### config.mk
export PLATFORM = sky130hd
export DESIGN_NAME = udp_line_framer
export DESIGN_NICKNAME = d
export VERILOG_FILES = /design/src/rtl/aimbot_pkg.sv /design/src/rtl/udp_line_framer.sv
export SDC_FILE = /design/constraint.sdc
export NUM_CORES = 1
export LEC_CHECK = 0
export BUFFER_PORTS_ARGS = -buffer_cell sky130_fd_sc_hd__buf_2
export CAP_MARGIN = 10
export CELL_PAD_IN_SITES_DETAIL_PLACEMENT = 1
export CELL_PAD_IN_SITES_GLOBAL_PLACEMENT = 1
export CORE_UTILIZATION = 45
export CTS_BUF_LIST = sky130_fd_sc_hd__clkbuf_8
export DETAILED_ROUTE_END_ITERATION = 8
export GPL_TIMING_DRIVEN = 0
export MAX_ROUTING_LAYER = met4
export PLACE_DENSITY_LB_ADDON = 0.1
export SYNTH_ARGS = -nofsm -noshare
export SYNTH_HDL_FRONTEND = slang
export SYNTH_SLANG_ARGS = --single-unit
### constraint.sdc
create_clock -name clk -period 4.05 [get_ports clk]
set_input_delay 0.81 -clock clk [delete_from_list [all_inputs] [get_ports clk]]
set_output_delay 0.81 -clock clk [all_outputs]
set_load 0.01 [all_outputs]
### src/rtl/aimbot_pkg.sv
package aimbot_pkg;

    // ********************
    // Field widths
    // ********************

    // RGB565 pixel
    localparam int PIX_W = 16;

    // 11 bits covers 1280 columns
    localparam int COL_W = 11;

    // Row number, also the index field of the payload header
    localparam int ROW_W = 11;

    // Camera id sits above the row number in the index field
    localparam int ID_W = 5;

    // ********************
    // Types
    // ********************

    typedef logic [PIX_W-1:0] pixel_t;

    // Line buffer FSM
    typedef enum logic [1:0] {
        LB_IDLE,
        LB_ARMED,
        LB_CAPTURE,
        LB_READOUT
    } lb_state_t;

    // Payload framer FSM
    typedef enum logic [1:0] {
        FR_IDLE,
        FR_HEADER,
        FR_DATA,
        FR_SUM
    } fr_state_t;

endpackage : aimbot_pkg

### src/rtl/udp_line_framer.sv
module udp_line_framer
    import aimbot_pkg::*;
#(
    parameter int              H_ACT  = 1280,
    parameter logic [ID_W-1:0] CAM_ID = 5'b10000
) (
    input  logic             clk       ,
    input  logic             i_rst_n   ,
    input  logic             i_acquire ,
    input  logic [ROW_W-1:0] i_row     ,
    input  pixel_t           i_rd_data ,
    output logic             o_read_en ,
    output logic             o_tx_valid,
    output logic [7:0]       o_tx_data ,
    output logic             o_tx_sof  ,
    output logic             o_tx_eof
);

    localparam int          CW  = $clog2(2 * H_ACT);
    localparam logic [15:0] LEN = 16'(2 * H_ACT);

    fr_state_t     state;
    logic [CW-1:0] cnt;
    logic [15:0]   index;
    logic [7:0]    sum;
    logic [7:0]    tx_byte;
    logic          rd_next;

    // ********************
    // Next payload byte
    // ********************

    always_comb begin
        tx_byte = sum;
        case (state)
            FR_HEADER: begin
                case (cnt[1:0])
                    2'd0:    tx_byte = index[15:8];
                    2'd1:    tx_byte = index[7:0];
                    2'd2:    tx_byte = LEN[15:8];
                    default: tx_byte = LEN[7:0];
                endcase
            end
            FR_DATA:
                tx_byte = cnt[0] ? i_rd_data[7:0] : i_rd_data[PIX_W-1:8];
            default:
                tx_byte = sum;
        endcase
    end

    // Fetch the first pixel while the length goes out, then each next
    // pixel while the current high byte goes out
    assign rd_next = ((state == FR_HEADER) && (cnt == CW'(2))) ||
                     ((state == FR_DATA) && !cnt[0] &&
                      (cnt != CW'(2 * H_ACT - 2)));

    // ********************
    // Framer FSM
    // ********************

    always_ff @(posedge clk or negedge i_rst_n) begin
        if (!i_rst_n) begin
            state      <= FR_IDLE;
            cnt        <= '0;
            sum        <= '0;
            o_read_en  <= 1'b0;
            o_tx_valid <= 1'b0;
            o_tx_sof   <= 1'b0;
            o_tx_eof   <= 1'b0;
        end else begin
            o_read_en  <= rd_next;
            o_tx_valid <= (state != FR_IDLE);
            o_tx_sof   <= (state == FR_HEADER) && (cnt == '0);
            o_tx_eof   <= (state == FR_SUM);
            if (state != FR_IDLE)
                sum <= sum + tx_byte;

            case (state)
                FR_IDLE: begin
                    if (i_acquire) begin
                        cnt   <= '0;
                        sum   <= '0;
                        state <= FR_HEADER;
                    end
                end
                FR_HEADER: begin
                    cnt <= cnt + 1'b1;
                    if (cnt == CW'(3)) begin
                        cnt   <= '0;
                        state <= FR_DATA;
                    end
                end
                FR_DATA: begin
                    cnt <= cnt + 1'b1;
                    if (cnt == CW'(2 * H_ACT - 1))
                        state <= FR_SUM;
                end
                FR_SUM:  state <= FR_IDLE;
                default: state <= FR_IDLE;
            endcase
        end
    end

    // The index is latched on acquire and the payload byte is registered every cycle
    always_ff @(posedge clk) begin
        if ((state == FR_IDLE) && i_acquire)
            index <= {CAM_ID, i_row};
        o_tx_data <= tx_byte;
    end

endmodule : udp_line_framer

==> metrics, run 1 <==
top cell type's share of synthesized area=26.67%; most frequent cells in the layout=40 x buf_2, 26 x dfrtp_1, 17 x nor2_1, 16 x nand2_1, 16 x ha_1; CP Class=reg2reg; first-pass GRT wire length=10.06 mm; Post-Syn Area=2440 um2; GRT Total Usage=24.77%; Boundary Pins=42; final hold violations=0; commonest non-fill, non-tap cell in the layout=buf_2; CTS tree=yes; Post-DP Area=2728 um2; power density over the cells=939.3 nW/um2; die area=5721 um2; Post-Synth Simple-Gate Area=14.56%; Yosys warning total=0; worst-path maximum fanout=10; half-perimeter wire length after placement=4.734 mm; Initial Util=47.17%; clock-pin slew on the worst setup and hold paths=0.09 ns; Num CTS Buffers=5; share of power burned in registers=26.2%; Die Y=75.64 um; antenna violations before repair=0; Mapped Cells=237; RSZ-0062 raised after global routing=false; relative slew slack=56.68%; Clock power frac=11.7%; mean routed wirelength per cell=17.63 um; dominant cells by area after synthesis=dfrtp_1 27%, edfxtp_1 14%, ha_1 8.2%; Compound-Gate Fraction of Synth Area=20.05%; internal power=1451 uW; Avg Vias per Cell=5.589; Port Buffers=40; Worst setup EP type=flop; Final WS setup=0.4222 ns; largest family of logic cells by synthesized area=compound AO/OA/AOI/OAI gates; Final ANT Viol Nets=0; Core Box Area=5172 um2; remaining global-route overflow=0; pin count of the biggest net entering global routing=27; vias=1984; cell taking the most area after synthesis=dfrtp_1; post-synthesis mux area share=4.308%; fin crit period=3.628 ns; fmax=275.7 MHz; HP Class=in2async; register area share after synthesis=46.77%; insertion delay to the later sink of the worst-skew pair=0.30 ns; Psw=1207 uW; fin. max-slew vios=0; CTS max path bufs=2; maxcap violations=0; crit path DAT=3.80 ns; CP Cell Sequence=inv_1, ha_1, clkbuf_1, buf_1, o21a_1, ha_1, inv_1, fa_1, nor2b_1, o21ai_0, a21boi_0, or4_1, nand3_1; RD Place Congestion=0.8191; first-pass detailed-route iteration total=4; post-synthesis adder-cell area fraction=9.026%; Post-synth EDFFs=11; Clock Sinks=45; Synth cell types=54; layout cells sized above 1=21.75%; post-synth net total=284; max incr delay on CP=0.45 ns; Design Area, Final=2830 um2; htree depth=2; Post-Route WL=6.259 mm; Leak=0.001252 uW; DRT iter0 DRCs=73; sw frac=45.41%; asr flop ratio synth=57.78%; #FFs+latches synth=45; Final period util=89.57%; vias in the first global route=2031; cell row count=26; Die Span X=75.64 um; Post-Syn Area per Cell=10.29 um2; critical path required time=4.22 ns; highest-delay cell along the critical path=ha_1; Synth Flop Type=dfrtp_1; Slew @ Worst Pin=0.6498 ns; synth-to-layout area growth=16.00%; final setup TNS=0 ns; # hold bufs at CTS=0; outcome=finished clean; XOR/XNOR Fraction of Synth Area=1.436%; final net count=331; peak supply drop=0.6955 mV; endpoints failing setup=0; Antenna diodes=0; Critical Path Source Type=flop; pre-CTS setup slack=0.2001 ns; fill cell count=601; clock root buffer=clkbuf_8; DRC Markers=0; Gate power share=62.1%; Worst Skew=0.009414 ns
==> synth_stat cells (all sizes together) (6+ instances only) <==
cell type and number:
nor2 17, nand3 7, nand2 16, inv 14
ha 16, o21ai 15, a21oi 14, mux2i 6
nor3 7, edfxtp 11, clkbuf 6, dfrtp 26
dfxtp 8
==> final timing paths <==
kind,from,to,slack [ns],cells after the start
max reg2reg,state[0],sum[6],0.42,13
min reg2reg,sum[2],o_tx_data[2],0.55,1
min,i_rst_n,o_read_en,0.53,1
min in group clk,sum[2],o_tx_data[2],0.55,1
max in group asynchronous,i_rst_n,state[0],3.09,1
max,state[0],sum[6],0.42,13
==> kinds of logic (layout without fill, tap and decap cells) <==
logic type / after synthesis / after routing
buf+inv: 23 / 71
flops: 45 / 45
compound gates: 68 / 68
simple gates: 70 / 70
xor+xnor: 4 / 4
mux: 10 / 10
fa+ha+maj: 17 / 17
==> power groups by stage <==
| stage | Clock, uW | Sequential, uW | Combinational (uW) |
|---|---|---|---|
| floorplan | 0 | 723 | 1200 |
| global placement | 0 | 701 | 1600 |
| detailed placement | 0 | 706 | 1650 |
| CTS | 315 | 696 | 1660 |
| global route | 328 | 713 | 1870 |
| finish | 311 | 696 | 1650 |
==> registers in the layout, summed over array words and instances (netlist names) <==
name and cells:
cnt 12, index 11, o_tx_data 8, sum 8, state 2, o_read_en 1
o_tx_eof 1, o_tx_sof 1, o_tx_valid 1
==> metrics by stage <==
step           utilization (%)  hold slack [ns]  total power, uW  cells
4_1_cts                  54.69           0.5475             2676    355
6_report                 54.72           0.5323             2658    355
2_1_floorplan                -           0.4921             1924    237
3_3_place_gp             52.73           0.5243             2297    347
3_5_place_dp             52.73           0.5269             2357    347
5_1_grt                  54.72           0.5537             2906    355
==> layout make-up <==
type                    count  area, um2  area share, %
plain buffers               9      42.54          1.503
inverters                  14      52.55          1.857
flip-flops and latches     45       1141          40.32
multi-input cells         169       1205          42.57
repair buffers             40      200.2          7.073
well taps                  70      87.58          3.095
clock buffers               7      96.34          3.404
clock inverters             1      5.005         0.1768
==> routing by layer <==
layer  track usage, %  wire length, um  up-vias
met5                -                0        -
met4            6.173               55        0
met3            3.175              137        4
met2            42.66             3195       29
met1            30.90             2870      988
li1                 -                -      963
==> what timing repair did <==
action	4_1_cts	5_1_grt
setup buffers	0	0
gates resized for setup	0	2
endpoints found under the setup margin	0	1
==> worst max-delay path, delay by kind of cell, from the launching register on <==
kind | cells | cell delay [ns]
compound gates | 3 | 0.73
fa+ha+maj | 3 | 1.03
buf+inv | 4 | 0.97
flops | 1 | 0.41
simple gates | 3 | 0.37
(Power assumes the default switching activity.)
==> inputs of run 2 (changes only) <==
Settings changed: CORE_UTILIZATION 45 to 31.
==> metrics, run 2 (synthesis gave the netlist of run 1 again) <==
outcome=finished clean; Post-Route WL=6.492 mm; RSZ-0062 raised after global routing=false; Slew @ Worst Pin=0.6770 ns; first-pass GRT wire length=11.02 mm; Worst setup EP type=flop; setup bufs post-CTS=0; Die Span X=90.72 um; CP Cell Sequence=clkbuf_1, clkbuf_2, inv_1, ha_1, a22oi_1, o221ai_1, o21a_1, ha_1, inv_1, fa_1, nor2b_1, o21ai_0, a21boi_0, or4_1, nand3_1; DRC Markers=0; dpl cells=376; Design Area, Final=2855 um2; die area=8229 um2; Initial Util=32.76%; RD Place Congestion=0.7841; crit path DAT=3.87 ns; Boundary Pins=42; Clock power frac=11.1%; half-perimeter wire length after placement=4.895 mm; fin. max-slew vios=0; first-pass detailed-route iteration total=4; critical path launch point=cnt[0]; most frequent cells in the layout=40 x buf_2, 26 x dfrtp_1, 17 x nor2_1, 16 x nand2_1, 16 x ha_1; highest-delay cell along the critical path=or4_1; pin count of the biggest net entering global routing=27; maxcap violations=0; DRT iter0 DRCs=34; cell row count=31; HP Class=in2async; peak supply drop=0.5274 mV; total power=2631 uW; antenna violations before repair=0; Multi-input gate area=1205 um2; endpoints failing setup=0; worst-path maximum fanout=10; Layout Utilization=38.34%; Critical Path Source Type=flop; Regs by FF count=cnt (12), index (11); Num CTS Buffers=5; synth-to-layout area growth=17.03%; Worst Skew=0.01016 ns; Avg Vias per Cell=5.115; htree depth=2; vias=1964; Die Y=90.72 um; fill cell count=867; sw frac=46.01%; CTS max path bufs=2; Leak=0.001238 uW; worst-case reg-to-reg path depth=15; final setup TNS=0 ns; clock root buffer=clkbuf_8; CTS tree=yes; critical path required time=4.29 ns; final net count=331; # hold bufs at CTS=0; Port Buffers=40; fin cells=384; Post-DP Area=2764 um2; share of power burned in registers=26.4%; reg2reg start=cnt[0]; max reg flops=12; clock-pin slew on the worst setup and hold paths=0.10 ns; Final ANT Viol Nets=0; Gate power share=62.5%; commonest non-fill, non-tap cell in the layout=buf_2; relative slew slack=54.87%; fmax=275.2 MHz; max incr delay on CP=0.50 ns; fin crit period=3.633 ns; GRT Total Usage=17.52%; CP Class=reg2reg; Reg2Reg Setup Slack=0.42 ns; mean routed wirelength per cell=16.91 um; insertion delay to the later sink of the worst-skew pair=0.30 ns; FF+latch area=1141 um2; final hold violations=0; power density over the cells=921.4 nW/um2; Core Box Area=7447 um2; internal power=1420 uW; remaining global-route overflow=0; Psw=1211 uW; post-cts resize count=0; Antenna diodes=0; layout cells sized above 1=21.75%; Top reg by flops=cnt; Clock Sinks=45; vias in the first global route=2123; Final period util=89.71%
-- run 2: cell types whose count changed in the layout (fill, tap and decap cells not counted) --
cell        before  now
clkbuf_8         7    5
clkinvlp_4       0    2
clkinv_2         1    0
inv_4            0    1
-- run 2: path summary, 6_finish.rpt --
check                               end
setup / recovery                 sum[6]
hold / removal                   sum[2]
setup reg to reg                 sum[6]
hold reg to reg            o_tx_data[2]
max in group asynchronous        cnt[0]
min in group clk           o_tx_data[2]
-- run 2: layer usage --
layer | part of all wire [%] | vias up | global-route usage (%) | routed length, um
met5 | 0 | - | - | 0
met4 | 0.63 | 0 | 3.629 | 41
met3 | 2.4 | 4 | 2.694 | 159
met2 | 47 | 33 | 28.47 | 3030
met1 | 50 | 960 | 23.08 | 3261
li1 | - | 967 | - | -
-- run 2: critical path, delay by kind of cell, from the launching register on --
family | cells | cell delay (ns)
buf+inv | 4 | 0.86
fa+ha+maj | 3 | 0.68
flops | 1 | 0.38
compound gates | 5 | 1.01
simple gates | 3 | 0.64
-- run 2: through the flow --
stage | hold WS, ns | setup slack [ns]
floorplan | 0.4921 | 0.9612
global placement | 0.5241 | 0.1424
detailed placement | 0.5292 | 0.1417
CTS | 0.5522 | 0.1286
global route | 0.5668 | 0.1004
finish | 0.5376 | 0.4168
-- run 2: power groups by stage --
stage | registers [uW] | clock network, uW | logic [uW]
CTS | 697 | 303 | 1670
global placement | 705 | 0 | 1640
global route | 715 | 322 | 1860
detailed placement | 706 | 0 | 1660
finish | 695 | 291 | 1640
floorplan | 723 | 0 | 1200
-- run 2: cell type report --
type | count | share of cell area (%)
flip-flops and latches | 45 | 39.96
well taps | 99 | 4.338
clock buffers | 5 | 2.410
plain buffers | 9 | 1.490
repair buffers | 40 | 7.011
inverters | 14 | 1.840
clock inverters | 3 | 0.7450
multi-input cells | 169 | 42.20
