===== src/rtl/aimbot_pkg.sv =====
package aimbot_pkg;

    // ********************
    // Field widths
    // ********************

    // RGB565 pixel
    localparam int PIX_W = 16;

    // 11 bits covers 1280 columns
    localparam int COL_W = 11;

    // Row number, also the index field of the payload header
    localparam int ROW_W = 11;

    // Camera id sits above the row number in the index field
    localparam int ID_W = 5;

    // ********************
    // Types
    // ********************

    typedef logic [PIX_W-1:0] pixel_t;

    // Line buffer FSM
    typedef enum logic [1:0] {
        LB_IDLE,
        LB_ARMED,
        LB_CAPTURE,
        LB_READOUT
    } lb_state_t;

    // Payload framer FSM
    typedef enum logic [1:0] {
        FR_IDLE,
        FR_HEADER,
        FR_DATA,
        FR_SUM
    } fr_state_t;

endpackage : aimbot_pkg


===== src/rtl/cam_pixel_packer.sv =====
module cam_pixel_packer
    import aimbot_pkg::*;
#(
    parameter int H_ACT = 1280,
    parameter int V_ACT = 720
) (
    input  logic             clk          ,
    input  logic             i_rst_n      ,
    input  logic             i_cam_vsync  ,
    input  logic             i_cam_href   ,
    input  logic             i_cam_byte_en,
    input  logic [7:0]       i_cam_data   ,
    output logic             o_pix_valid  ,
    output pixel_t           o_pix_data   ,
    output logic [COL_W-1:0] o_pix_col    ,
    output logic [ROW_W-1:0] o_pix_row
);

    logic             vsync_q;
    logic             href_q;
    logic             byte_phase;
    logic [7:0]       hi_byte;
    logic [COL_W-1:0] col_cnt;
    logic [ROW_W-1:0] row_cnt;

    logic vsync_rise;
    logic href_fall;
    logic byte_take;
    logic row_active;

    assign vsync_rise = i_cam_vsync & ~vsync_q;
    assign href_fall  = href_q & ~i_cam_href;
    assign byte_take  = i_cam_href & i_cam_byte_en;

    // Rows below V_ACT and columns inside the active width are emitted
    assign row_active = (row_cnt < ROW_W'(V_ACT)) && (col_cnt < COL_W'(H_ACT));

    // ********************
    // Sync edges and counters
    // ********************

    always_ff @(posedge clk or negedge i_rst_n) begin
        if (!i_rst_n) begin
            vsync_q     <= 1'b0;
            href_q      <= 1'b0;
            byte_phase  <= 1'b0;
            col_cnt     <= '0;
            row_cnt     <= '0;
            o_pix_valid <= 1'b0;
        end else begin
            vsync_q     <= i_cam_vsync;
            href_q      <= i_cam_href;
            o_pix_valid <= 1'b0;
            if (vsync_rise) begin
                byte_phase <= 1'b0;
                col_cnt    <= '0;
                row_cnt    <= '0;
            end else if (href_fall) begin
                byte_phase <= 1'b0;
                col_cnt    <= '0;
                // Hold at V_ACT so late rows stay suppressed until vsync
                if (row_cnt < ROW_W'(V_ACT))
                    row_cnt <= row_cnt + 1'b1;
            end else if (byte_take) begin
                byte_phase <= ~byte_phase;
                if (byte_phase) begin
                    o_pix_valid <= row_active;
                    col_cnt     <= col_cnt + 1'b1;
                end
            end
        end
    end

    // High byte comes first in each pair
    always_ff @(posedge clk) begin
        if (byte_take && !byte_phase)
            hi_byte <= i_cam_data;
        if (byte_take && byte_phase) begin
            o_pix_data <= {hi_byte, i_cam_data};
            o_pix_col  <= col_cnt;
            o_pix_row  <= row_cnt;
        end
    end

endmodule : cam_pixel_packer


===== config.mk =====
export PLATFORM = sky130hd
export DESIGN_NAME = cam_pixel_packer
export DESIGN_NICKNAME = d
export VERILOG_FILES = /design/src/rtl/aimbot_pkg.sv /design/src/rtl/cam_pixel_packer.sv
export SDC_FILE = /design/constraint.sdc
export NUM_CORES = 1
export LEC_CHECK = 0
export ABC_AREA = 1
export BUFFER_PORTS_ARGS = -buffer_cell sky130_fd_sc_hd__buf_4
export CORE_UTILIZATION = 40
export DETAILED_ROUTE_END_ITERATION = 6
export PLACE_DENSITY = 0.65
export REMOVE_ABC_BUFFERS = 1
export SYNTH_ARGS = -nofsm -noshare
export SYNTH_HDL_FRONTEND = slang
export SYNTH_SLANG_ARGS = --single-unit

===== constraint.sdc =====
create_clock -name clk -period 2.13 [get_ports clk]
set_clock_uncertainty 0.1 [all_clocks]
set_input_delay 0.639 -clock clk [delete_from_list [all_inputs] [get_ports clk]]
set_output_delay 0.639 -clock clk [all_outputs]
set_load 0.005 [all_outputs]

==> flow_summary.toml, run 1 <==
[synthesis]
avgSynthCellArea_um2 = 12.3
synthArstFlopShare_pct = 36.1
synth_commonest_cells = "edfxtp_1 (46), nand2_1 (43), dfrtp_1 (26), inv_1 (26), nor2_1 (20)"
synth.most_common_cell = "edfxtp_1"
synth.area.top_cells = "edfxtp_1 (49%), dfrtp_1 (23%), nand2_1 (5.7%)"
ys_seq_area_share_pct = 72.0
synth_cell_types = 30
synthFlopType = "edfxtp_1"
syn_area_um2 = 2820
synth_seq_cells = 72
yosysTopAreaCellShare_pct = 48.9
synthCells = 230
yosysTopAreaCell = "edfxtp_1"
synth_edf_count = 46
yosys_warnings = 0

[cts]
cts_max_level = 3
clk_pin_slew_ps = 70
cts_setup_buffers = 0
clock_latency_ps = 340
cts_root_buffer = "clkbuf_8"
cts_buffer_depth = 2
cts_tree = "yes"
hold_buffers = 0
numCtsBuffers = 9
ctsResizeCount = 0
clock-sinks = 72

[power_and_ir_drop]
ir_drop_uv = 296
switchingPower_mw = 0.579
clockPowerShare_pct = 38.2
p_seq_share_pct = 56.2
powerDensity_nw_per_um2 = 779
internal_power_mw = 2.20
swShare_pct = 20.8
leakage_nw = 1.49
combPwrFrac_pct = 5.6

[sta]
post-route-min-period_ps = 1620
setup-violations-final = 0
slew_headroom_pct = 76.4
tns_ps = 0
worstMarginPinSlew_ps = 354
slew_violations = 0
max_freq_mhz = 619
hold_viol = 0
post-route-period-util_pct = 75.9
whs_ps = 99.3
rsz0062_at_grt = "false"

[finish]
nets = 310
area_growth_pct = 26.4
drive_gt1_share_pct = 30.7
diodes = 0
fillers = 611

[flow_run]
drv_cap = 0

[worst_setup_path]
criticalPathCategory = "flop to output pin"
worstReg2RegEnd = "col_cnt[10]"
crit_path_end_kind = "output pin"
worst-path-max-fanout = 1
r2r_cells = 8
r2r-start = "col_cnt[1]"
reg2reg_slack_ps = 650
crit_chain = "buf_4"
cpPeakStageDelay_ps = 390
path_delay_family = "flip-flops"
startpoint_type = "flop"
worst_ep_arrival_time_ps = 880
cp.buffers_inverters = 1
cp_data_required_time_ps = 1390
worst_path_max_delay_cell = "edfxtp_1"

[floorplan]
initial_core_util_pct = 41.6
core_area_um2 = 6790
num_io_pins = 52
die_y_um = 86.0
fp.dieW_um = 86.0
rows = 30
die_area_um2 = 7400

[routing]
wl_per_cell_um = 12.4
firstDrtPassIters = 4
drc_errors = 0
viasPerCell = 4.57
drt_wl_total_um = 4910
detail-route-antenna-nets = 0
vias = 1808
first_iter_violations = 85

[placement]
place.gp.congestion = 0.881
dp_hpwl_um = 3460
io_buffers = 51

[global_routing]
globalRouteTotalUtil_pct = 14.8
grt_pass1_wl_um = 8000
grt_max_degree = 32
antenna_found_initial = 0
first_global_vias = 1659
overflow = 0

[hold_path]
hold_class = "input port to asynchronous set/reset pin"

[status]
outcome = "complete, no violations"
-- how the worst max path moves through the flow --
stage	startpoint	to	slack, ps	cells past startpoint
after CTS	o_pix_row[4]	o_pix_row[4]	490	1
after global placement	i_cam_href	o_pix_valid	380	7
after global routing	o_pix_row[4]	o_pix_row[4]	470	1
after floorplan	i_cam_byte_en	col_cnt[10]	-320	7
after detailed placement	i_cam_href	o_pix_valid	360	7
final	o_pix_row[4]	o_pix_row[4]	510	1
-- logic make-up after synthesis --
kind of cell,Yosys count,share of synthesized area [%]
compound gates,22,4.87
xor+xnor,3,0.931
fa+ha+maj,2,0.886
buf+inv,29,3.99
flops,72,72.0
simple gates,102,17.4
-- power by group through the flow --
stage / clock, mW / combinational [mW] / sequential [mW]
2_1_floorplan: 0 / 0.0763 / 1.59
3_3_place_gp: 0 / 0.156 / 1.59
3_5_place_dp: 0 / 0.159 / 1.59
4_1_cts: 1.11 / 0.160 / 1.56
5_1_grt: 1.16 / 0.176 / 1.57
6_report: 1.06 / 0.156 / 1.56
-- registers in the layout, indices dropped and copies added, names as in the netlist --
name         cells
o_pix_row       11
o_pix_col       11
byte_phase       1
col_cnt         11
href_q           1
vsync_q          1
o_pix_valid      1
o_pix_data      16
row_cnt         11
hi_byte          8
-- through the flow --
stage          power (mW)  utilization (%)  setup WS (ps)  std cells  instance area, um2
2_1_floorplan        1.67                -           -322        229                2820
4_1_cts              2.83             52.5            486        396                3570
6_report             2.78             52.5            514        396                3570
3_3_place_gp         1.75             49.6            377        380                3370
3_5_place_dp         1.75             49.6            357        380                3370
5_1_grt              2.91             52.5            473        396                3570
-- area by class of cell --
type	instances	area (um2)	area share, %
clock inverter	3	40.0	1.12
inverter	28	108	3.02
sequential	72	2030	56.9
clock buffer	13	159	4.45
multi-input combinational	129	684	19.2
timing repair buffer	55	425	11.9
tap	96	120	3.37
-- placed cells by master, fill, tap and decap left out, types with 2 or more instances in the layout --
cell / Yosys / final
buf_4: 0 / 54
edfxtp_1: 46 / 46
nand2_1: 43 / 43
inv_1: 26 / 26
dfrtp_1: 26 / 26
nor2_1: 20 / 20
nand3_1: 11 / 11
clkbuf_8: 0 / 11
a21oi_1: 9 / 9
o21ai_0: 6 / 6
nand2_2: 5 / 5
nor2_2: 6 / 5
nor3_1: 5 / 5
nand4_1: 4 / 4
nor2_4: 2 / 3
xor2_1: 2 / 2
o21ai_2: 2 / 2
and3_1: 2 / 2
ha_1: 2 / 2
clkbuf_1: 0 / 2
clkinv_2: 0 / 2
-- metal layers --
metal  track usage [%]  vias to the layer above  wire length (um)
met3              4.72                       10               223
met4              8.33                        0               105
met1              19.5                      849              2310
met5                 0                        -                 0
met2              21.6                       45              2280
li1                  -                      904                 -
Note: power is estimated with default switching activity, not from simulation.
==> inputs of run 2 (changes only) <==
--- a/config.mk
+++ b/config.mk
@@ -9,7 +9,7 @@
 export BUFFER_PORTS_ARGS = -buffer_cell sky130_fd_sc_hd__buf_4
 export CORE_UTILIZATION = 40
 export DETAILED_ROUTE_END_ITERATION = 6
-export PLACE_DENSITY = 0.65
+export PLACE_DENSITY = 0.63
 export REMOVE_ABC_BUFFERS = 1
 export SYNTH_ARGS = -nofsm -noshare
 export SYNTH_HDL_FRONTEND = slang
==> constraint.sdc (replaced) <==
create_clock -name clk -period 1.5 [get_ports clk]
set_clock_uncertainty 0.1 [all_clocks]
set_input_delay 0.45 -clock clk [delete_from_list [all_inputs] [get_ports clk]]
set_output_delay 0.45 -clock clk [all_outputs]
set_load 0.005 [all_outputs]
==> run 2 against run 1 <==
Effect of this change: sequential share of layout area down 1.2 points; non-clock buffer count up 8; power up 41%; clock-buffer cell count down 3; global-route usage up 0.14 points; design area up 2.1%; die area unchanged; sequential power up 42%; critical path type unchanged.
==> flow_summary.toml, run 2 (synthesized netlist as in run 1, its figures left out) <==
[status]
outcome = "complete, no violations"

[routing]
drc_errors = 0
viasPerCell = 4.55
detail-route-antenna-nets = 0
first_iter_violations = 85
firstDrtPassIters = 4
wl_per_cell_um = 12.5
vias = 1837
drt_wl_total_um = 5050

[sta]
hold_viol = 0
tns_ps = 0
worstMarginPinSlew_ps = 350
setup-violations-final = 0
fin_ws_ps = 93.7
post-route-period-util_pct = 93.8
slew_violations = 0
slew_headroom_pct = 76.7
max_freq_mhz = 711
post-route-min-period_ps = 1410
rsz0062_at_grt = "true"

[worst_setup_path]
startpoint_type = "flop"
cpPeakStageDelay_ps = 380
r2r-start = "col_cnt[1]"
path_delay_family = "flip-flops"
cp_num_cells = 1
setup.worst_path.start = "o_pix_row[2]"
r2r_cells = 8
worst_ep_arrival_time_ps = 860
crit_end = "o_pix_row[2]"
cp_data_required_time_ps = 950
worst_path_max_delay_cell = "edfxtp_1"
worstReg2RegEnd = "col_cnt[10]"
crit_path_end_kind = "output pin"
cp.buffers_inverters = 1
worst-path-max-fanout = 1
reg2reg_slack_ps = 110
crit_chain = "buf_4"
criticalPathCategory = "flop to output pin"

[floorplan]
initial_core_util_pct = 41.6
rows = 30
fp.dieW_um = 86.0
die_area_um2 = 7400
die_y_um = 86.0
core_area_um2 = 6790
num_io_pins = 52

[global_routing]
overflow = 0
grt_pass1_wl_um = 8270
first_global_vias = 1694
grt_max_degree = 27
globalRouteTotalUtil_pct = 14.9
antenna_found_initial = 0

[finish]
fin_util_pct = 53.6
area_growth_pct = 29.0
drive_gt1_share_pct = 33.1
nets = 318
multiInputGateArea_um2 = 694
top_register = "o_pix_data"
mostFrequentLayoutCells = "buf_4 (60), edfxtp_1 (46), nand2_1 (43)"
fillers = 551
regArea_um2 = 2030
largest_reg_flops = 16
instances_no_fill = 404
diodes = 0
layout_commonest_cell = "buf_4"

[power_and_ir_drop]
p_total_mw = 3.92
powerDensity_nw_per_um2 = 1080
leakage_nw = 1.52
ir_drop_uv = 401

[cts]
cts_buffer_depth = 2
clock-sinks = 72
cts_root_buffer = "clkbuf_8"
cts_tree = "yes"
clock_latency_ps = 340
numCtsBuffers = 9
clk_pin_slew_ps = 80
cts_max_level = 3
cts_setup_buffers = 0

[placement]
placedCellCount = 387
io_buffers = 51
detailedPlace.worstSlack_ps = -30.0
place.gp.congestion = 0.915
dp_hpwl_um = 3540

[hold_path]
hold_class = "input port to flop"

[flow_run]
drv_cap = 0
[run 2: timing repair]
item,CTS,global route
setup endpoints to repair,0,4
endpoints found under the hold margin,26,0
hold buffers,1,0
gates resized for setup,0,3
[run 2: final cells by class]
class / count / area share, %
sequential: 72 / 55.8
multi-input combinational: 129 / 19.1
timing repair buffer: 63 / 13.7
clock buffer: 10 / 3.50
tap: 96 / 3.30
inverter: 28 / 2.95
clock inverter: 6 / 1.68
[run 2: where the power goes]
part           switching [mW]  leakage (nW)  internal, mW
Sequential             0.0357         0.786          2.18
Combinational           0.139         0.642         0.106
Clock                   0.699        0.0960         0.762
[run 2: worst register-to-register path, stage by stage, from the launching register on]
cell and delay, ps:
dfrtp_1 370, ha_2 210, nand2_1 70, nor2_2 140, nand2_2 90, nor2_4 130, nand4_1 80, nand2_1 70
nor2_1 40
[run 2: worst min-delay path by stage]
stage,startpoint,endpoint,slack (ps),cells after the start
after CTS,i_cam_vsync,vsync_q,130,1
after global placement,i_rst_n,col_cnt[3],280,1
after floorplan,i_rst_n,byte_phase,50,0
after global routing,i_cam_href,href_q,140,1
final,i_cam_vsync,vsync_q,140,1
after detailed placement,i_rst_n,href_q,290,1
[run 2: metrics by stage]
stage | instance area, um2 | hold slack, ps
finish | 3640 | 143
global route | 3640 | 137
CTS | 3630 | 135
detailed placement | 3430 | 289
global placement | 3430 | 283
floorplan | 2820 | 54.4
[run 2: layer usage]
| layer | share of wire (%) | wire (um) | global-route usage, % | vias to the layer above |
|---|---|---|---|---|
| met5 | 0 | 0 | 0 | - |
| li1 | - | - | - | 920 |
| met4 | 2.3 | 117 | 8.79 | 0 |
| met1 | 47 | 2390 | 20.6 | 842 |
| met2 | 44 | 2240 | 21.6 | 63 |
| met3 | 6.0 | 305 | 3.37 | 12 |
